$ cat src/plot_params.svh
`ifndef PLOT_PARAMS_SVH
`define PLOT_PARAMS_SVH

// Visible area of the display
`define PLOT_SCREEN_W 160	// Pixels per row
`define PLOT_SCREEN_H 120	// Rows per frame

// Drawn block side must stay a power of two
`define PLOT_BLOCK_SIDE 4

// Pixel colour of three equal channels
`define PLOT_COLOUR_BITS 24

`endif

$ cat src/plot_pkg.sv
`default_nettype none
`include "plot_params.svh"

package plot_pkg;

	typedef logic [8:0] coord_t;	// Unsigned pixel x or y
	typedef logic [`PLOT_COLOUR_BITS-1:0] colour_t;	// R in top byte, then G, then B
	typedef logic [2:0] palette_t;	// Bit 2 red, bit 1 green, bit 0 blue

	// Controller states
	typedef enum logic [2:0] {
		wait_x,	// Waiting for go with x on the switches
		hold_x,	// x taken, waiting for go release
		wait_y,	// Waiting for go with y and colour
		hold_y,	// y taken, waiting for go release
		idle,	// Coordinates loaded, ready to plot
		draw,	// Writing the block pixels
		clear	// Writing black over the screen
	} plot_state_t;

endpackage

`default_nettype wire

$ cat src/draw_ctrl_if.sv
`timescale 1ns/1ns
`default_nettype none

interface draw_ctrl_if (
	input logic clk
);

	logic load_x;	// Take x from position_in
	logic load_y;	// Take y and palette
	logic start_block;	// Zero the block counter
	logic step_block;	// Advance one block pixel
	logic start_clear;	// Zero the raster counter
	logic step_clear;	// Advance one raster pixel
	logic draw_black;	// Raster address with colour 0
	logic block_last;	// Block counter on final pixel
	logic clear_last;	// Raster counter on final pixel

	modport fsm (
		output load_x, load_y, start_block, step_block,
		output start_clear, step_clear, draw_black,
		input  block_last, clear_last
	);

	modport datapath (
		input  load_x, load_y, start_block, step_block,
		input  start_clear, step_clear, draw_black,
		output block_last, clear_last
	);

	// Draw and clear never launched on the same edge
	a_start_excl: assert property (@(posedge clk) !(start_block && start_clear))
		else $error("draw_ctrl_if: block and clear started together");

endinterface

`default_nettype wire

$ cat src/plot_datapath.sv
`timescale 1ns/1ns
`default_nettype none
`include "plot_params.svh"

module plot_datapath (
	input  logic clk,
	input  logic reset,
	input  plot_pkg::coord_t position_in,
	input  plot_pkg::palette_t colour_in,
	draw_ctrl_if.datapath ctrl,
	output plot_pkg::coord_t pix_x,
	output plot_pkg::coord_t pix_y,
	output plot_pkg::colour_t pix_colour
);
	import plot_pkg::*;

	localparam int BLK_N  = `PLOT_BLOCK_SIDE * `PLOT_BLOCK_SIDE;
	localparam int BLK_W  = $clog2(BLK_N);	// Block counter width
	localparam int SIDE_W = $clog2(`PLOT_BLOCK_SIDE);	// Offset bits per axis
	localparam int CW     = $bits(coord_t);
	localparam int CH_W   = `PLOT_COLOUR_BITS / 3;	// One channel
	localparam coord_t LAST_COL = coord_t'(`PLOT_SCREEN_W - 1);
	localparam coord_t LAST_ROW = coord_t'(`PLOT_SCREEN_H - 1);
	localparam logic [BLK_W-1:0] LAST_BLK = BLK_W'(BLK_N - 1);

	coord_t x_q;	// Loaded block origin
	coord_t y_q;
	palette_t pal_q;	// Loaded colour index
	logic [BLK_W-1:0] blk_cnt;	// Low bits column, high bits row
	coord_t col_q;	// Raster column for clear
	coord_t row_q;	// Raster row for clear
	logic [CW:0] sum_x;	// One spare bit to catch wrap
	logic [CW:0] sum_y;
	colour_t pal_colour;

	always_ff @(posedge clk) begin
		if (reset) begin
			x_q   <= '0;
			y_q   <= '0;
			pal_q <= '0;
		end else begin
			if (ctrl.load_x)
				x_q <= position_in;
			if (ctrl.load_y) begin
				y_q   <= position_in;
				pal_q <= colour_in;
			end
		end
	end

	always_ff @(posedge clk) begin
		if (reset || ctrl.start_block)
			blk_cnt <= '0;
		else if (ctrl.step_block)
			blk_cnt <= blk_cnt + 1'b1;	// Wraps to 0 after last pixel
	end

	always_ff @(posedge clk) begin
		if (reset || ctrl.start_clear) begin
			col_q <= '0;
			row_q <= '0;
		end else if (ctrl.step_clear) begin
			if (col_q == LAST_COL) begin
				col_q <= '0;
				row_q <= row_q + 1'b1;	// Next raster line
			end else begin
				col_q <= col_q + 1'b1;
			end
		end
	end

	assign ctrl.block_last = (blk_cnt == LAST_BLK);
	assign ctrl.clear_last = (col_q == LAST_COL) && (row_q == LAST_ROW);

	// Origin plus offset inside the block
	assign sum_x = {1'b0, x_q} + {{(CW + 1 - SIDE_W){1'b0}}, blk_cnt[SIDE_W-1:0]};
	assign sum_y = {1'b0, y_q} + {{(CW + 1 - SIDE_W){1'b0}}, blk_cnt[BLK_W-1:SIDE_W]};

	// Each index bit fills a whole channel
	assign pal_colour = {{CH_W{pal_q[2]}}, {CH_W{pal_q[1]}}, {CH_W{pal_q[0]}}};

	always_comb begin
		if (ctrl.draw_black) begin
			pix_x      = col_q;
			pix_y      = row_q;
			pix_colour = '0;	// Clear writes black
		end else begin
			// Overflow pinned off screen rather than wrapping to column 0
			pix_x      = sum_x[CW] ? '1 : sum_x[CW-1:0];
			pix_y      = sum_y[CW] ? '1 : sum_y[CW-1:0];
			pix_colour = pal_colour;
		end
	end

	// FSM only steps one counter per cycle
	a_step_excl: assert property (@(posedge clk) disable iff (reset)
		!(ctrl.step_block && ctrl.step_clear))
		else $error("plot_datapath: block and clear counters stepped together");

endmodule

`default_nettype wire

$ cat src/flat_wrapper.sv
// flat-port wrapper written by rule: the top's interface ports become plain ports
module plot_datapath_flat import plot_pkg::*;
  (clk, reset, position_in, colour_in, pix_x, pix_y, pix_colour, ctrl_load_x, ctrl_load_y, ctrl_start_block, ctrl_step_block, ctrl_start_clear, ctrl_step_clear, ctrl_draw_black, ctrl_block_last, ctrl_clear_last);
  draw_ctrl_if ctrl_i (.clk(clk));
  input  logic clk;
  input  logic reset;
  input  plot_pkg::coord_t position_in;
  input  plot_pkg::palette_t colour_in;
  output plot_pkg::coord_t pix_x;
  output plot_pkg::coord_t pix_y;
  output plot_pkg::colour_t pix_colour;
  input wire logic [$bits(ctrl_i.load_x)-1:0] ctrl_load_x;
  input wire logic [$bits(ctrl_i.load_y)-1:0] ctrl_load_y;
  input wire logic [$bits(ctrl_i.start_block)-1:0] ctrl_start_block;
  input wire logic [$bits(ctrl_i.step_block)-1:0] ctrl_step_block;
  input wire logic [$bits(ctrl_i.start_clear)-1:0] ctrl_start_clear;
  input wire logic [$bits(ctrl_i.step_clear)-1:0] ctrl_step_clear;
  input wire logic [$bits(ctrl_i.draw_black)-1:0] ctrl_draw_black;
  output wire logic [$bits(ctrl_i.block_last)-1:0] ctrl_block_last;
  output wire logic [$bits(ctrl_i.clear_last)-1:0] ctrl_clear_last;
  assign ctrl_i.load_x = ctrl_load_x;
  assign ctrl_i.load_y = ctrl_load_y;
  assign ctrl_i.start_block = ctrl_start_block;
  assign ctrl_i.step_block = ctrl_step_block;
  assign ctrl_i.start_clear = ctrl_start_clear;
  assign ctrl_i.step_clear = ctrl_step_clear;
  assign ctrl_i.draw_black = ctrl_draw_black;
  assign ctrl_block_last = ctrl_i.block_last;
  assign ctrl_clear_last = ctrl_i.clear_last;
  plot_datapath u_core (.clk(clk), .reset(reset), .position_in(position_in), .colour_in(colour_in), .ctrl(ctrl_i), .pix_x(pix_x), .pix_y(pix_y), .pix_colour(pix_colour));
endmodule
$ cat config.mk
export PLATFORM = sky130hd
export DESIGN_NAME = plot_datapath_flat
export DESIGN_NICKNAME = d
export VERILOG_FILES = /design/src/plot_pkg.sv /design/src/draw_ctrl_if.sv /design/src/plot_datapath.sv /design/src/flat_wrapper.sv
export VERILOG_INCLUDE_DIRS = /design/src /design/src/src
export SDC_FILE = /design/constraint.sdc
export NUM_CORES = 1
export LEC_CHECK = 0
export ABC_AREA = 1
export BUFFER_PORTS_ARGS = -buffer_cell sky130_fd_sc_hd__buf_2
export CAP_MARGIN = 20
export CORE_MARGIN = 5
export CORE_UTILIZATION = 54
export DETAILED_ROUTE_END_ITERATION = 12
export GPL_ROUTABILITY_DRIVEN = 0
export PLACE_DENSITY = 0.8
export SLEW_MARGIN = 5
export SYNTH_ARGS = -nofsm -noshare
export SYNTH_HDL_FRONTEND = slang
export SYNTH_SLANG_ARGS = --single-unit
$ cat constraint.sdc
create_clock -name clk -period 1.8 [get_ports clk]
set_input_delay 0.09 -clock clk [delete_from_list [all_inputs] [get_ports clk]]
set_output_delay 0.09 -clock clk [all_outputs]
set_load 0.01 [all_outputs]
==> Word level (Yosys, flattened, before mapping) <==
Index checks and enable logic that the tools add are counted.
{ "word_totals": {"reg_bits": 43, "out_inout_bits": 44, "elab_cells": 24} }
{ "classes": {"n_addsub": 5, "eq_ne": 3, "mux": 6, "reduce_logical": 4} }
{ "ops": {"columns": ["cell", "n"], "rows": [
  ["2-to-1 mux 9 bit", 5],
  ["2-to-1 mux 24 bit", 1],
  ["adder 9 x 2 -> 10 bit", 2],
  ["adder 9 x 1 -> 9 bit (second input constant)", 2],
  ["== test 9 x 7 -> 1 bit (second input constant)", 1],
  ["== test 9 x 8 -> 1 bit (second input constant)", 1],
  ["adder 4 x 1 -> 4 bit (second input constant)", 1],
  ["== test 4 bit (second input constant)", 1],
  ["logical OR 1 bit", 2],
  ["AND reduction 2 bit", 1],
  ["logical AND 1 bit", 1]
]} }

==> Logic depth before layout (Yosys ltp) <==
{ "depth": {"ltp_word": 3, "ltp_mapped": 11, "mapped_depth_nobuf": 11} }

==> Least setup slack after synthesis <==
No wires, ideal clock.
{ "synth_timing": {"kind": "register to output", "start": "register u_core.blk_cnt[2]", "end": "output pix_y[4]", "arrival_ps": 1602, "slack_ps": 108, "path_stages_with_launch": 10, "cell_sequence": "dfxtp_1 -> ha_1 -> inv_1 -> fa_1 -> inv_1 -> nand2_1 -> nor2_1 -> xor2_1 -> nor2_1 -> nor2_1"} }
{ "synth_via": {"elab_chain_cells": 3} }
{ "synth_lines": {"columns": ["item", "line", "source"], "rows": [
  ["start: declaration", "plot_datapath.sv:29", "logic [BLK_W-1:0] blk_cnt;"],
  ["start signal: assignment", "plot_datapath.sv:55", "blk_cnt <= blk_cnt + 1'b1;"],
  ["adder 9 x 2 -> 10 bit", "plot_datapath.sv:77", "assign sum_y = {1'b0, y_q} + {{(CW + 1 - SIDE_W){1'b0}}, blk_cnt[BLK_W-1:SIDE_W]};"],
  ["2-to-1 mux 9 bit", "plot_datapath.sv:90", "pix_y = sum_y[CW] ? '1 : sum_y[CW-1:0];"],
  ["2-to-1 mux 9 bit", "plot_datapath.sv:83", "if (ctrl.draw_black) begin"],
  ["end: declaration", "flat_wrapper.sv:10", "output plot_pkg::coord_t pix_y;"]
]} }
Every way passes these cells.

==> Worst setup path in the final report <==
{ "layout_timing": {"start": "register u_core.x_q[0]", "end": "output pix_x[6]"} }
{ "layout_via": {"elab_chain_cells": 3} }
{ "layout_lines": {"columns": ["item", "line", "source"], "rows": [
  ["start: declaration", "plot_datapath.sv:26", "coord_t x_q;"],
  ["start signal: assignment", "plot_datapath.sv:43", "x_q <= position_in;"],
  ["adder 9 x 2 -> 10 bit", "plot_datapath.sv:76", "assign sum_x = {1'b0, x_q} + {{(CW + 1 - SIDE_W){1'b0}}, blk_cnt[SIDE_W-1:0]};"],
  ["2-to-1 mux 9 bit", "plot_datapath.sv:89", "pix_x = sum_x[CW] ? '1 : sum_x[CW-1:0];"],
  ["2-to-1 mux 9 bit", "plot_datapath.sv:83", null],
  ["end: declaration", "flat_wrapper.sv:9", "output plot_pkg::coord_t pix_x;"]
]} }
Every way passes these cells.

==> metrics.md <==
| Metric | Value |
|---|---|
| Placed inst area | ~3000 µm² |
| Fill count | 404 |
| Initial Utilization | 0.565 |
| Die Y | about 81 µm |
| FMAX | 502 MHz |
| Slew margin rel. | 0.601 |
| R2R depth | 6 |
| Root Driver | clkbuf_8 |
| CTS tree | built |
| Status | finished, violations left |
| Gr usage total | 0.230 |
| Clk_skew | 0.00570 ns |
| RSZ-0062 raised after global routing | yes |
| CP dominant cell by count | nor2_1 |
| Finished Core Util | 0.698 |
| Area occupied by multi-input gates | approximately 1600 µm² |
| Hold Crit Endpoint | u_core.x_q[0] |
| Sequential cell area | 872 µm² |
| Final setup vio count | 18 |
| Worst-path maximum fanout | 4 |
| Vias in the first global route | 2594 |
| Maximum VDD drop | 0.381 mV |
| Final nets | 510 |
| Worst-path clk slew | 0.08 ns |
| Total number of vias | around 2900 |
| Cts bufs inserted | 5 |
| Register area share after synthesis | 0.316 |
| Library cells used by synthesis | 29 |
| Die area | 6560 µm² |
| Period utilization | 1.11 |
| # diodes | 0 |
| Violated checks | setup timing |
| Drt via density | approximately 5.2 |
| CP Capture Type | output pin |
| Design Power | 2.14 mW |
| Hold_sp | position_in[0] |
| Syn nets | between 400 and 500 |
| Worst stage delay on the critical path | 0.37 ns |
| Critical path cell sequence | ha_4 > inv_2 > fa_2 > nor2_4 > nand2_1 > xnor2_1 > nor2_1 > nor2_1 > buf_2 |
| Hold Path Class | in2reg |
| RR Endpoint | u_core.row_q[1] |
| Rows | 25 |
| Cell count after synthesis | 423 |
| Core Region | 4820 µm² |
| Global-route wire length before repair | 11900 µm |
| Pleak | 1.50 nW |
| DR DRC count | 0 |
| Input/output buffers | 64 |
| Area growth syn-to-layout | 23.5% |
| Maxcap violations | 0 |
| Hpwl dp | around 5200 µm |
| Final hold slack | 0.0401 ns |
| Syn avg cell area | ~6.4 µm² |
| Max H-tree Level | 2 |
| Num ports | 65 |
| Largest net degree at the start of global routing | 23 |
| Fin area | 3360 µm² |
| Min Clock Period, post-route | 1.99 ns |
| Number of synthesized register bits | 43 |
| Pwr Density | between 600 and 700 nW/µm² |
| DRT Pass-1 Iters | 5 |
| Setup slack, reg-to-reg | 0.38 ns |
| Slowest cell on crit path | fa_2 |
| Post-Syn Area | 2720 µm² |
| YS warnings | 0 |
| Final-report hold violation count | 0 |
| Die Wd | 81.0 µm |
| Hold path depth | 3 |
| Measured slew at the worst slew-check pin | 0.598 ns |
| PnR worst setup slack | -0.193 ns |
| DRT antenna net count | 0 |
| Share of cells above drive strength 1 | 0.291 |
| Reg2reg start | u_core.col_q[1] |
| Routed len/inst | roughly 14 µm |
| TNS Setup | -1.99 ns |
| Critical Path Source Type | flip-flop |
| Fin. max-slew vios | 0 |
| Later-pin clock latency in the skew report | around 0.30 ns |
| Total Wirelength | 7440 µm |
| Required time worst endpoint | 1.71 ns |
| Clock tree sinks | 43 |
| Crit path arrival time | 1.90 ns |
| CTS max path bufs | 2 |
| GRT overflow | 0 |
| Initial DRC count | 198 |
| Kind of critical path | reg2out |
| Initial antenna violation count | 0 |
[Yosys cell counts]
cell type | count | area (µm²)
inv_1 | 51 | 191
buf_2 | 2 | 10.0
nand3b_1 | 2 | 15.0
nand3_2 | 2 | 20.0
nand2_1 | 101 | 379
nor2_2 | 1 | 6.26
nor3_1 | 8 | 40.0
inv_2 | 1 | 3.75
ha_1 | 7 | 87.6
nor3b_1 | 2 | 15.0
fa_1 | 2 | 40.0
nor4_1 | 2 | 12.5
nor2_4 | 1 | 11.3
a21oi_2 | 1 | 8.76
o211ai_1 | 1 | 7.51
nand2_2 | 2 | 12.5
xor2_1 | 8 | 70.1
o21ai_0 | 7 | 35.0
a211oi_1 | 14 | 105
nor3_2 | 1 | 10.0
nor2_1 | 85 | 319
buf_4 | 21 | 158
nor3_4 | 1 | 16.3
nand4_1 | 6 | 37.5
clkbuf_1 | 7 | 26.3
a21oi_1 | 25 | 125
xnor2_1 | 1 | 8.76
dfxtp_1 | 43 | 861
nand3_1 | 18 | 90.1
[routing by layer]
layer	share of wire	track usage
met1	0.43	0.292
met2	0.48	0.389
met3	0.058	0.0421
met4	0.030	0.0811
met5	0	0
[layout by cell type, fill, tap and decap left out, types with 3 or more instances in the layout]
cell type,netlist,final
ha_4,0,4
nor3_1,8,8
nor2_4,1,4
nand3_1,18,17
inv_2,1,6
ha_1,7,3
a21oi_2,1,5
nand2_4,0,3
nor2_1,85,81
buf_2,2,64
a21oi_1,25,20
dfxtp_1,43,36
nand3_2,2,3
buf_4,21,11
clkbuf_8,0,6
xor2_1,8,8
nand2_1,101,89
dfxtp_2,0,6
nand4_1,6,6
inv_1,51,45
o21ai_0,7,4
nand2_2,2,11
a211oi_1,14,14
buf_6,0,5
[state kept, by name (all words and copies together) (netlist names)]
signal and cells:
u_core.y_q 9, u_core.blk_cnt 4, u_core.row_q 9, u_core.col_q 9
u_core.pal_q 3, u_core.x_q 9
[where the power goes]
group	switching (mW)	internal, mW	total, mW
combinational	0.202	0.126	0.328
clock	0.344	0.449	0.794
sequential	0.0323	0.985	1.02
[layout make-up]
class	count	share of cell area
multi-input cells	298	0.485
flip-flops and latches	43	0.259
repair buffers	80	0.137
inverters	52	0.0588
well taps	67	0.0249
clock buffers	6	0.0246
clock inverters	2	0.0104
[timing repair]
action	CTS	global route
pin swaps	16	21
resized for setup	35	26
hold buffers	0	0
setup endpoints to repair	17	18
setup buffers	6	4
[worst max-delay path by stage]
stage                           start  endpoint  cells past startpoint
floorplan           u_core.blk_cnt[2]  pix_y[4]                      9
global placement    u_core.blk_cnt[2]  pix_y[8]                     12
detailed placement      u_core.y_q[0]  pix_y[8]                     12
CTS                     u_core.y_q[0]  pix_y[8]                     12
global route        u_core.blk_cnt[2]  pix_y[4]                     10
finish                  u_core.x_q[0]  pix_x[6]                      9
[metrics by stage]
stage                     instances  worst slack (ns)
after global routing            548            -0.295
after floorplan                 423             0.108
final                           548            -0.193
after CTS                       544            -0.184
after global placement          530            0.0298
after detailed placement        530           -0.0213
[critical path: cells and delay by family (launching register included)]
family	cells	cell delay [ns]
DFF	1	0.36
and+or+nand+nor	4	0.42
buffers and inverters	2	0.18
adders and majority gates	2	0.51
xor gates and xnor gates	1	0.14
[cells by family (layout without fill, tap and decap cells)]
logic type | Yosys count | count (layout) | synth area share
xor gates and xnor gates | 9 | 9 | 0.0290
AOI/OAI and AO/OA | 48 | 48 | 0.103
buffers and inverters | 82 | 140 | 0.143
adders and majority gates | 9 | 9 | 0.0469
and+or+nand+nor | 232 | 232 | 0.362
DFF | 43 | 43 | 0.316
Note: power is estimated with default switching activity, not from simulation.
