$ cat src/plot_params.svh
`ifndef PLOT_PARAMS_SVH
`define PLOT_PARAMS_SVH

// Visible area of the display
`define PLOT_SCREEN_W 160	// Pixels per row
`define PLOT_SCREEN_H 120	// Rows per frame

// Drawn block side must stay a power of two
`define PLOT_BLOCK_SIDE 4

// Pixel colour of three equal channels
`define PLOT_COLOUR_BITS 24

`endif

$ cat src/plot_pkg.sv
`default_nettype none
`include "plot_params.svh"

package plot_pkg;

	typedef logic [8:0] coord_t;	// Unsigned pixel x or y
	typedef logic [`PLOT_COLOUR_BITS-1:0] colour_t;	// R in top byte, then G, then B
	typedef logic [2:0] palette_t;	// Bit 2 red, bit 1 green, bit 0 blue

	// Controller states
	typedef enum logic [2:0] {
		wait_x,	// Waiting for go with x on the switches
		hold_x,	// x taken, waiting for go release
		wait_y,	// Waiting for go with y and colour
		hold_y,	// y taken, waiting for go release
		idle,	// Coordinates loaded, ready to plot
		draw,	// Writing the block pixels
		clear	// Writing black over the screen
	} plot_state_t;

endpackage

`default_nettype wire

$ cat src/draw_ctrl_if.sv
`timescale 1ns/1ns
`default_nettype none

interface draw_ctrl_if (
	input logic clk
);

	logic load_x;	// Take x from position_in
	logic load_y;	// Take y and palette
	logic start_block;	// Zero the block counter
	logic step_block;	// Advance one block pixel
	logic start_clear;	// Zero the raster counter
	logic step_clear;	// Advance one raster pixel
	logic draw_black;	// Raster address with colour 0
	logic block_last;	// Block counter on final pixel
	logic clear_last;	// Raster counter on final pixel

	modport fsm (
		output load_x, load_y, start_block, step_block,
		output start_clear, step_clear, draw_black,
		input  block_last, clear_last
	);

	modport datapath (
		input  load_x, load_y, start_block, step_block,
		input  start_clear, step_clear, draw_black,
		output block_last, clear_last
	);

	// Draw and clear never launched on the same edge
	a_start_excl: assert property (@(posedge clk) !(start_block && start_clear))
		else $error("draw_ctrl_if: block and clear started together");

endinterface

`default_nettype wire

$ cat src/plot_fsm.sv
`timescale 1ns/1ns
`default_nettype none
`include "plot_params.svh"

module plot_fsm (
	input  logic clk,
	input  logic reset,
	input  logic go,
	input  logic plot,
	input  logic black,
	draw_ctrl_if.fsm ctrl,
	output logic write_en,
	output logic busy
);
	import plot_pkg::*;

	localparam int BLK_N = `PLOT_BLOCK_SIDE * `PLOT_BLOCK_SIDE;	// Writes per block

	plot_state_t state;	// Current state
	plot_state_t state_nx;	// Next state
	plot_state_t ret_q;	// State to resume after a clear
	logic writing;	// In a pixel write state

	always_ff @(posedge clk) begin
		if (reset) begin
			state <= wait_x;
			ret_q <= wait_x;
		end else begin
			state <= state_nx;
			if (ctrl.start_clear)
				ret_q <= state;	// Remember where loading stood
		end
	end

	always_comb begin
		state_nx         = state;
		ctrl.load_x      = 1'b0;
		ctrl.load_y      = 1'b0;
		ctrl.start_block = 1'b0;
		ctrl.step_block  = 1'b0;
		ctrl.start_clear = 1'b0;
		ctrl.step_clear  = 1'b0;
		ctrl.draw_black  = 1'b0;
		if (!writing && black) begin
			// Black beats go and plot
			ctrl.start_clear = 1'b1;
			state_nx         = clear;
		end else begin
			case (state)
				wait_x: begin
					if (go) begin
						ctrl.load_x = 1'b1;
						state_nx    = hold_x;
					end
				end
				hold_x: begin
					if (!go)
						state_nx = wait_y;	// Release seen
				end
				wait_y: begin
					if (go) begin
						ctrl.load_y = 1'b1;	// Colour rides with y
						state_nx    = hold_y;
					end
				end
				hold_y: begin
					if (!go)
						state_nx = idle;
				end
				idle: begin
					if (plot) begin
						ctrl.start_block = 1'b1;
						state_nx         = draw;
					end else if (go) begin
						ctrl.load_x = 1'b1;	// New coordinate pair
						state_nx    = hold_x;
					end
				end
				draw: begin
					ctrl.step_block = 1'b1;
					if (ctrl.block_last)
						state_nx = idle;	// Last pixel this cycle
				end
				clear: begin
					ctrl.step_clear = 1'b1;
					ctrl.draw_black = 1'b1;
					if (ctrl.clear_last)
						state_nx = ret_q;
				end
				default: state_nx = wait_x;
			endcase
		end
	end

	assign writing  = (state == draw) || (state == clear);
	assign write_en = writing;
	assign busy     = writing;	// Same cycles as the writes

	// One plot gives one unbroken burst of block writes
	a_draw_burst: assert property (@(posedge clk) disable iff (reset)
		$rose(state == draw) |-> write_en [*BLK_N] ##1 !write_en)
		else $error("plot_fsm: block burst length wrong");

	// Coordinates stay frozen while pixels go out
	a_no_load_busy: assert property (@(posedge clk) disable iff (reset)
		busy |-> !(ctrl.load_x || ctrl.load_y))
		else $error("plot_fsm: load strobe while busy");

endmodule

`default_nettype wire

$ cat src/flat_wrapper.sv
// flat-port wrapper written by rule: the top's interface ports become plain ports
module plot_fsm_flat import plot_pkg::*;
  (clk, reset, go, plot, black, write_en, busy, ctrl_load_x, ctrl_load_y, ctrl_start_block, ctrl_step_block, ctrl_start_clear, ctrl_step_clear, ctrl_draw_black, ctrl_block_last, ctrl_clear_last);
  draw_ctrl_if ctrl_i (.clk(clk));
  input  logic clk;
  input  logic reset;
  input  logic go;
  input  logic plot;
  input  logic black;
  output logic write_en;
  output logic busy;
  output wire logic [$bits(ctrl_i.load_x)-1:0] ctrl_load_x;
  output wire logic [$bits(ctrl_i.load_y)-1:0] ctrl_load_y;
  output wire logic [$bits(ctrl_i.start_block)-1:0] ctrl_start_block;
  output wire logic [$bits(ctrl_i.step_block)-1:0] ctrl_step_block;
  output wire logic [$bits(ctrl_i.start_clear)-1:0] ctrl_start_clear;
  output wire logic [$bits(ctrl_i.step_clear)-1:0] ctrl_step_clear;
  output wire logic [$bits(ctrl_i.draw_black)-1:0] ctrl_draw_black;
  input wire logic [$bits(ctrl_i.block_last)-1:0] ctrl_block_last;
  input wire logic [$bits(ctrl_i.clear_last)-1:0] ctrl_clear_last;
  assign ctrl_load_x = ctrl_i.load_x;
  assign ctrl_load_y = ctrl_i.load_y;
  assign ctrl_start_block = ctrl_i.start_block;
  assign ctrl_step_block = ctrl_i.step_block;
  assign ctrl_start_clear = ctrl_i.start_clear;
  assign ctrl_step_clear = ctrl_i.step_clear;
  assign ctrl_draw_black = ctrl_i.draw_black;
  assign ctrl_i.block_last = ctrl_block_last;
  assign ctrl_i.clear_last = ctrl_clear_last;
  plot_fsm u_core (.clk(clk), .reset(reset), .go(go), .plot(plot), .black(black), .ctrl(ctrl_i), .write_en(write_en), .busy(busy));
endmodule
$ cat config.mk
export PLATFORM = sky130hd
export DESIGN_NAME = plot_fsm_flat
export DESIGN_NICKNAME = d
export VERILOG_FILES = /design/src/plot_pkg.sv /design/src/draw_ctrl_if.sv /design/src/plot_fsm.sv /design/src/flat_wrapper.sv
export VERILOG_INCLUDE_DIRS = /design/src /design/src/src
export SDC_FILE = /design/constraint.sdc
export NUM_CORES = 1
export LEC_CHECK = 0
export BUFFER_PORTS_ARGS = -buffer_cell sky130_fd_sc_hd__buf_2
export CORE_AREA = 10 10 47 49
export DETAILED_ROUTE_END_ITERATION = 12
export DIE_AREA = 0 0 57 59
export GPL_ROUTABILITY_DRIVEN = 1
export PLACE_DENSITY_LB_ADDON = 0.08
export SLEW_MARGIN = 10
export SYNTH_ARGS = -nofsm -noshare
export SYNTH_HDL_FRONTEND = slang
export SYNTH_SLANG_ARGS = --single-unit
$ cat constraint.sdc
create_clock -name clk -period 3.51 [get_ports clk]
set_input_delay 0.1755 -clock clk [delete_from_list [all_inputs] [get_ports clk]]
set_output_delay 0.1755 -clock clk [all_outputs]
set_load 0.02 [all_outputs]
Yosys cells after proc, flatten, opt, wreduce, memory -nomap -nowiden
Index checks and enable logic that the tools add are counted.
{ "op_classes": {"add_sub_neg": 0, "mul": 0, "div_mod_pow": 0, "magnitude_cmp": 0, "n_eq_ne": 16, "n_shift": 0, "muxes": 23, "bitwise": 0, "reduce_logical": 7} }
{ "op_table": {"columns": ["cell", "n"], "rows": [
  ["$mux 3", 8],
  ["$pmux 3 s7", 1],
  ["$ne 3x2->1 const B", 5],
  ["$mux 1", 13],
  ["$ne 2x2->1 const B", 5],
  ["$reduce_and 5->1", 2],
  ["$eq 3x3->1 const B", 3],
  ["$eq 3x2->1 const B", 2],
  ["$eq 3x1->1 const B", 1],
  ["$logic_not 3->1", 1],
  ["$pmux 1 s2", 1],
  ["$reduce_or 2->1", 1],
  ["$logic_and 1x1->1", 1],
  ["$logic_not 1->1", 1],
  ["$logic_or 1x1->1", 1]
]} }
{ "word_totals": {"register_bits": 6, "latch_bits": 0, "ram_bits": 0, "mem_bits_ro": 0, "inputBits": 7, "elab_cells": 49, "memories": 0} }

Depth between registers and ports, before layout
Gate-level depths: netlist (run 1).
{ "logic_depth": {"depth_word": 6, "mapped_depth": 5} }

Worst setup path after synthesis (run 1)
OpenSTA, ideal clock, no wires.
{ "synth_timing": {"path_type": "register to output", "startpoint": "register u_core.state[1]", "endpoint": "output port ctrl_step_clear", "arrival_ns": 1.158, "required_ns": 3.334, "slack_ns": 2.177, "stages_incl_launch_ff": 5, "n_path_buf": 2, "cell_sequence": "dfxtp_1 buf_2 nand2_1 nor2_1 buf_4"} }
{ "synth_between": {"elab_chain_len": 5} }
{ "synth_rtl": {"columns": ["element", "line_no", "source"], "rows": [
  ["start, declared", "plot_fsm.sv:19", "plot_state_t state;"],
  ["start signal, assigned", "plot_fsm.sv:26", "state <= wait_x;"],
  ["start signal, assigned", "plot_fsm.sv:29", "state <= state_nx;"],
  ["$eq 3x3->1, on equally long branches", null, null],
  ["$logic_or 1x1->1", "plot_fsm.sv:95", "assign writing = (state == draw) || (state == clear);"],
  ["$logic_not 1->1", "plot_fsm.sv:44", "if (!writing && black) begin"],
  ["$logic_and 1x1->1", "plot_fsm.sv:44", null],
  ["$mux 1 *", null, null],
  ["end, declared", "flat_wrapper.sv:17", "output wire logic [$bits(ctrl_i.step_clear)-1:0] ctrl_step_clear;"]
]} }
Every way passes the cells marked *; elsewhere a longest branch is shown, timed or not.

Final worst setup path (run 1)
{ "layout_timing": {"startpoint": "register u_core.state[1]", "endpoint": "output port ctrl_start_clear"} }
{ "layout_between": {"elab_chain_len": 5} }
{ "layout_rtl": {"columns": ["element", "line_no", "source"], "rows": [
  ["$eq 3x3->1", "plot_fsm.sv:95", null],
  ["$logic_or 1x1->1 *", "plot_fsm.sv:95", null],
  ["$logic_not 1->1 *", "plot_fsm.sv:44", null],
  ["$logic_and 1x1->1 *", "plot_fsm.sv:44", null],
  ["$mux 1 *", "plot_fsm.sv:44", null],
  ["end, declared", "flat_wrapper.sv:16", "output wire logic [$bits(ctrl_i.start_clear)-1:0] ctrl_start_clear;"]
]} }
Marks and branches as above.

==> flow_metrics.py, run 1 <==
metrics = {
    "setup_path": {
        "worstSetupStartpointType": "flip-flop",
        "cp.arrival_ns": 1.56,
        "setup.worst_path.class": "reg -> out",
        "path_delay_family": "flip-flops",
        "crit_buf_inv": 1,
        "path_max_fanout": 13,
        "cp_cell_sequence": "xor2_1 -> a21boi_4 -> buf_2",
        "slowest_stage": "dfxtp_1",
        "crit_path_max_incr_delay_ns": 0.60,
        "worstPathRequired_ns": 3.33,
        "cp-end-kind": "output port",
    },
    "layout": {
        "fin_nets": 79,
        "mostFrequentLayoutCell": "buf_2",
        "areaGrowthSynthToFinish_pct": 17.3,
        "final_util": 0.394,
        "drive_gt1_frac": 0.343,
        "multi_input_area_sq_um": 310,
        "fillers": 162,
        "stdcell_area_sq_um": 552,
        "mostFrequentLayoutCells": "buf_2, nor2_1, dfxtp_1",
        "seq_area_sq_um": 120,
        "diodes": 0,
    },
    "sta": {
        "finalSetupViolCount": 0,
        "final.setup.tns_ns": 0,
        "period_share": 0.495,
        "worstMarginPinSlew_ns": 0.542,
        "clock_skew_ns": 0.00522,
        "relSlewSlack": 0.638,
        "slew_viol_final": 0,
        "hold_viol_final": 0,
        "grt_setup_unrepaired": "no",
        "period_needed_ns": 1.74,
        "timing.fmax_mhz": 575,
    },
    "synthesis": {
        "synth.area.top_cells": "dfxtp_1, nor2_1, and4b_1",
        "synthesis.nets": 64,
        "synthesis.area_sq_um": 470,
        "synth_edf_count": 0,
        "synth_area_per_cell_sq_um": 8.25,
        "yosysUniqueCellTypes": 32,
        "yosysWarnings": 0,
        "seq_area_frac_synth": 0.255,
        "syn_inst": 57,
        "yosysTopAreaCell": "dfxtp_1",
        "synth_ff_type": "dfxtp_1",
        "ys_ff_latch": 6,
        "async_flop_share": 0,
        "yosysTopAreaCellShare": 0.255,
    },
    "grt": {
        "grt_pass1_wl_um": 1840,
        "grt_max_degree": 16,
        "grt_antenna_before_repair": 0,
        "grt_usage": 0.0706,
        "grt_pass1_vias": 387,
        "grt.overflow.total": 0,
    },
    "detailed_routing": {
        "dr.pass1.iters": 4,
        "wire_per_inst_um": 13.3,
        "drt_iter0_drc": 7,
        "routed_wl_um": 1140,
        "dr_total_vias": 436,
        "routed_via_density": 5.07,
        "drc": 0,
        "antenna_left": 0,
    },
    "die": {
        "placement_rows": 14,
        "start_util": 0.336,
        "dieHeight_um": 59,
        "ios": 16,
        "die_area_sq_um": 3360,
        "core_area_sq_um": 1400,
        "die-width_um": 57,
    },
    "cts": {
        "path_clk_slew_ns": 0.05,
        "post_cts_buffers": 0,
        "ctsRootBufferMaster": "clkbuf_4",
        "cts_max_level": 1,
        "cts.hold.buffers_added": 0,
        "cts.sink_count": 6,
        "clk_latency_ns": 0.24,
        "cts_buffers": 3,
        "ctsResizeCount": 0,
        "cts_tree": "yes",
        "ctsLongestPathBuffers": 2,
    },
    "power": {
        "powerDensity_nw_per_um2": 496,
        "ir_worst_vdd_v": 0.000248,
        "p_leak_nw": 0.254,
    },
    "placed_design": {
        "hpwlAfterDp_um": 900,
        "io_buffers": 15,
        "place.gp.congestion": 0.768,
        "placed_area_sq_um": 529,
    },
    "worst_hold_path": {
        "hold_path_class": "in -> reg",
    },
    "outcome": {
        "status": "complete, no violations",
    },
    "job": {
        "cap_violations": 0,
    },
}
-- state kept, by name, indices dropped and copies added (netlist names) --
register,flops
u_core.state,3
u_core.ret_q,3
-- area by class of cell --
cell class              count  share of cell area
repair buffers             15               0.136
clock buffers               3              0.0408
flip-flops and latches      6               0.218
inverters                   1             0.00680
well taps                  16              0.0363
multi-input cells          45               0.562
-- synthesized netlist by cell type (2+ instances only) --
library cell and instances:
dfxtp_1 6, and2_1 3, and4b_1 2, nor3_1 2, nor2b_2 2, and3_1 2
buf_2 2, buf_4 2, nor2_1 8, mux2i_1 2, nor2b_1 3, nand2b_1 3
-- report_power, final --
part,switching (mW),internal [mW]
combinational,0.0587,0.0497
sequential,0.0258,0.0783
clock,0.0228,0.0385
-- worst paths after layout --
kind	slack, ns	from	cells past startpoint	endpoint
max	1.77	u_core.state[1]$_SDFFE_PP0P_	3	ctrl_start_clear
max reg2reg	1.95	u_core.state[2]$_SDFFE_PP0P_	4	u_core.state[1]$_SDFFE_PP0P_
min	0.19	reset	2	u_core.state[1]$_SDFFE_PP0P_
min reg2reg	0.48	u_core.ret_q[1]$_SDFFE_PP0P_	2	u_core.ret_q[1]$_SDFFE_PP0P_
-- cell families after synthesis --
logic type,after synthesis,synth area share
buf+inv,6,0.0851
simple gates,29,0.370
compound gates,12,0.210
mux,2,0.0426
xor+xnor,2,0.0372
flops,6,0.255
-- metrics by stage --
stage	power (mW)	hold slack [ns]	setup WS, ns	instances
floorplan	0.195	0.245	2.18	57
global placement	0.216	0.440	1.95	83
detailed placement	0.214	0.440	1.96	83
CTS	0.279	0.177	1.77	86
global route	0.299	0.187	1.67	86
finish	0.274	0.187	1.77	86
-- metal layers --
| metal | GRT usage | routed length, um |
|---|---|---|
| met1 | 0.0824 | 541 |
| met2 | 0.101 | 506 |
| met3 | 0.0343 | 85 |
| met4 | 0.0436 | 11 |
| met5 | 0 | 0 |
-- worst reg2reg max path: cells and delay by family (launching register included) --
| kind | cells | cell delay (ns) |
|---|---|---|
| AO/OA/AOI/OAI | 1 | 0.16 |
| flip-flops | 1 | 0.65 |
| AND/OR/NAND/NOR | 3 | 0.69 |
No activity file was read; power rests on OpenSTA's default activity.
==> run 2, diff against run 1 <==
clock period = 1.8 ns   (was 3.51 ns; I/O delays follow)
==> run 2 against run 1 <==
Against the previous run:
- setup slack got worse by 1.6 ns
- register-to-register slack got worse by 1.6 ns
- via count rose by 12%
- final area rose by 4.1%
- first-iteration DRC count rose by 43%
- largest cell class unchanged
- non-clock buffer count rose by 3
- critical endpoint is now ctrl_start_block
- sequential share of layout area fell by 0.85 points
- die area did not move
==> flow_metrics.py, run 2 (synthesis results as in run 1) <==
metrics = {
    "sta": {
        "slew_viol_final": 0,
        "relSlewSlack": 0.748,
        "period_share": 0.882,
        "hold_viol_final": 0,
        "period_needed_ns": 1.59,
        "final.setup.tns_ns": 0,
        "clock_skew_ns": 0.0123,
        "worstMarginPinSlew_ns": 0.377,
        "timing.fmax_mhz": 630,
        "grt_setup_unrepaired": "no",
        "finalSetupViolCount": 0,
    },
    "cts": {
        "ctsResizeCount": 0,
        "cts_buffers": 3,
        "ctsLongestPathBuffers": 2,
        "cts.hold.buffers_added": 0,
        "post_cts_buffers": 0,
        "clk_latency_ns": 0.25,
        "cts_tree": "yes",
        "cts_max_level": 1,
        "cts.sink_count": 6,
        "ctsRootBufferMaster": "clkbuf_4",
        "path_clk_slew_ns": 0.05,
    },
    "layout": {
        "reg_top3": "u_core.ret_q: 3 flops, u_core.state: 3 flops",
        "mostFrequentLayoutCell": "buf_2",
        "fillers": 154,
        "mostFrequentLayoutCells": "buf_2, nor2_1, dfxtp_1",
        "drive_gt1_frac": 0.370,
        "stdcell_area_sq_um": 574,
        "areaGrowthSynthToFinish_pct": 22.1,
        "fin_nets": 82,
        "final_util": 0.410,
        "diodes": 0,
    },
    "setup_path": {
        "timing.rr.start": "u_core.state[2]$_SDFFE_PP0P_",
        "worstSetupStartpointType": "flip-flop",
        "crit_path_start": "u_core.state[2]$_SDFFE_PP0P_",
        "path_delay_family": "flip-flops",
        "path_max_fanout": 10,
        "slowest_stage": "dfxtp_1",
        "setup.worst_path.class": "reg -> out",
        "crit_buf_inv": 2,
        "cp-end-kind": "output port",
        "cp_cell_sequence": "buf_4 -> nor2b_2 -> and3_1 -> buf_2",
        "cp.arrival_ns": 1.50,
        "worstPathRequired_ns": 1.71,
        "crit_path_max_incr_delay_ns": 0.54,
    },
    "placed_design": {
        "hpwlAfterDp_um": 964,
        "place.gp.congestion": 0.839,
        "io_buffers": 15,
        "placed_area_sq_um": 552,
    },
    "detailed_routing": {
        "dr.pass1.iters": 4,
        "dr_total_vias": 487,
        "antenna_left": 0,
        "drc": 0,
        "routed_wl_um": 1230,
        "routed_via_density": 5.47,
        "drt_iter0_drc": 10,
        "wire_per_inst_um": 13.8,
    },
    "grt": {
        "grt.overflow.total": 0,
        "grt_antenna_before_repair": 0,
        "grt_pass1_vias": 466,
        "grt_pass1_wl_um": 2100,
        "grt_usage": 0.0757,
        "grt_max_degree": 11,
    },
    "die": {
        "die-width_um": 57,
        "placement_rows": 14,
        "start_util": 0.336,
        "core_area_sq_um": 1400,
        "dieHeight_um": 59,
        "die_area_sq_um": 3360,
        "ios": 16,
    },
    "power": {
        "p_total_mw": 0.562,
        "p_leak_nw": 0.269,
        "ir_worst_vdd_v": 0.000423,
        "powerDensity_nw_per_um2": 978,
    },
    "worst_hold_path": {
        "hold_path_class": "in -> reg",
        "worstHoldStart": "reset",
    },
    "job": {
        "cap_violations": 0,
    },
    "outcome": {
        "status": "complete, no violations",
    },
}
-- run 2: report_power, final --
| part | switching (mW) | internal, mW | total [mW] | leakage (nW) |
|---|---|---|---|---|
| combinational | 0.135 | 0.112 | 0.246 | 0.206 |
| sequential | 0.0375 | 0.152 | 0.190 | 0.0496 |
| clock | 0.0501 | 0.0755 | 0.126 | 0.0138 |
-- run 2: final cells by class --
class / count / area [sq um] / share of cell area
multi-input combinational: 45 / 310 / 0.540
sequential: 6 / 120 / 0.209
timing repair buffer: 18 / 97.6 / 0.170
clock buffer: 3 / 22.5 / 0.0392
tap: 16 / 20.0 / 0.0349
inverter: 1 / 3.75 / 0.00654
-- run 2: metal layers --
metal	global-route usage	routed length, um	vias to the layer above
met5	0	0	-
met4	0.0101	4	0
met3	0.0451	103	2
met2	0.118	539	24
met1	0.0893	581	229
li1	-	-	232
-- run 2: path summary, 6_finish.rpt --
check                                                     to  slack (ns)  cells after the start
worst max-delay path                        ctrl_start_block        0.21                      4
worst min-delay path            u_core.state[1]$_SDFFE_PP0P_         0.1                      2
worst max register to register  u_core.state[1]$_SDFFE_PP0P_        0.32                      5
worst min register to register  u_core.ret_q[1]$_SDFFE_PP0P_        0.50                      2
-- run 2: through the flow --
step | hold WS [ns] | std cells | setup slack, ns
3_3_place_gp | 0.353 | 86 | 0.371
2_1_floorplan | 0.159 | 57 | 0.552
4_1_cts | 0.0899 | 89 | 0.221
6_report | 0.0966 | 89 | 0.212
5_1_grt | 0.108 | 89 | 0.0920
3_5_place_dp | 0.351 | 86 | 0.332
-- run 2: worst register-to-register path: stages, from the launching register on --
cell,delay [ns]
dfxtp_1,0.54
buf_4,0.22
nor2b_1,0.05
o21ai_1,0.26
and4b_1,0.26
nor3_2,0.05
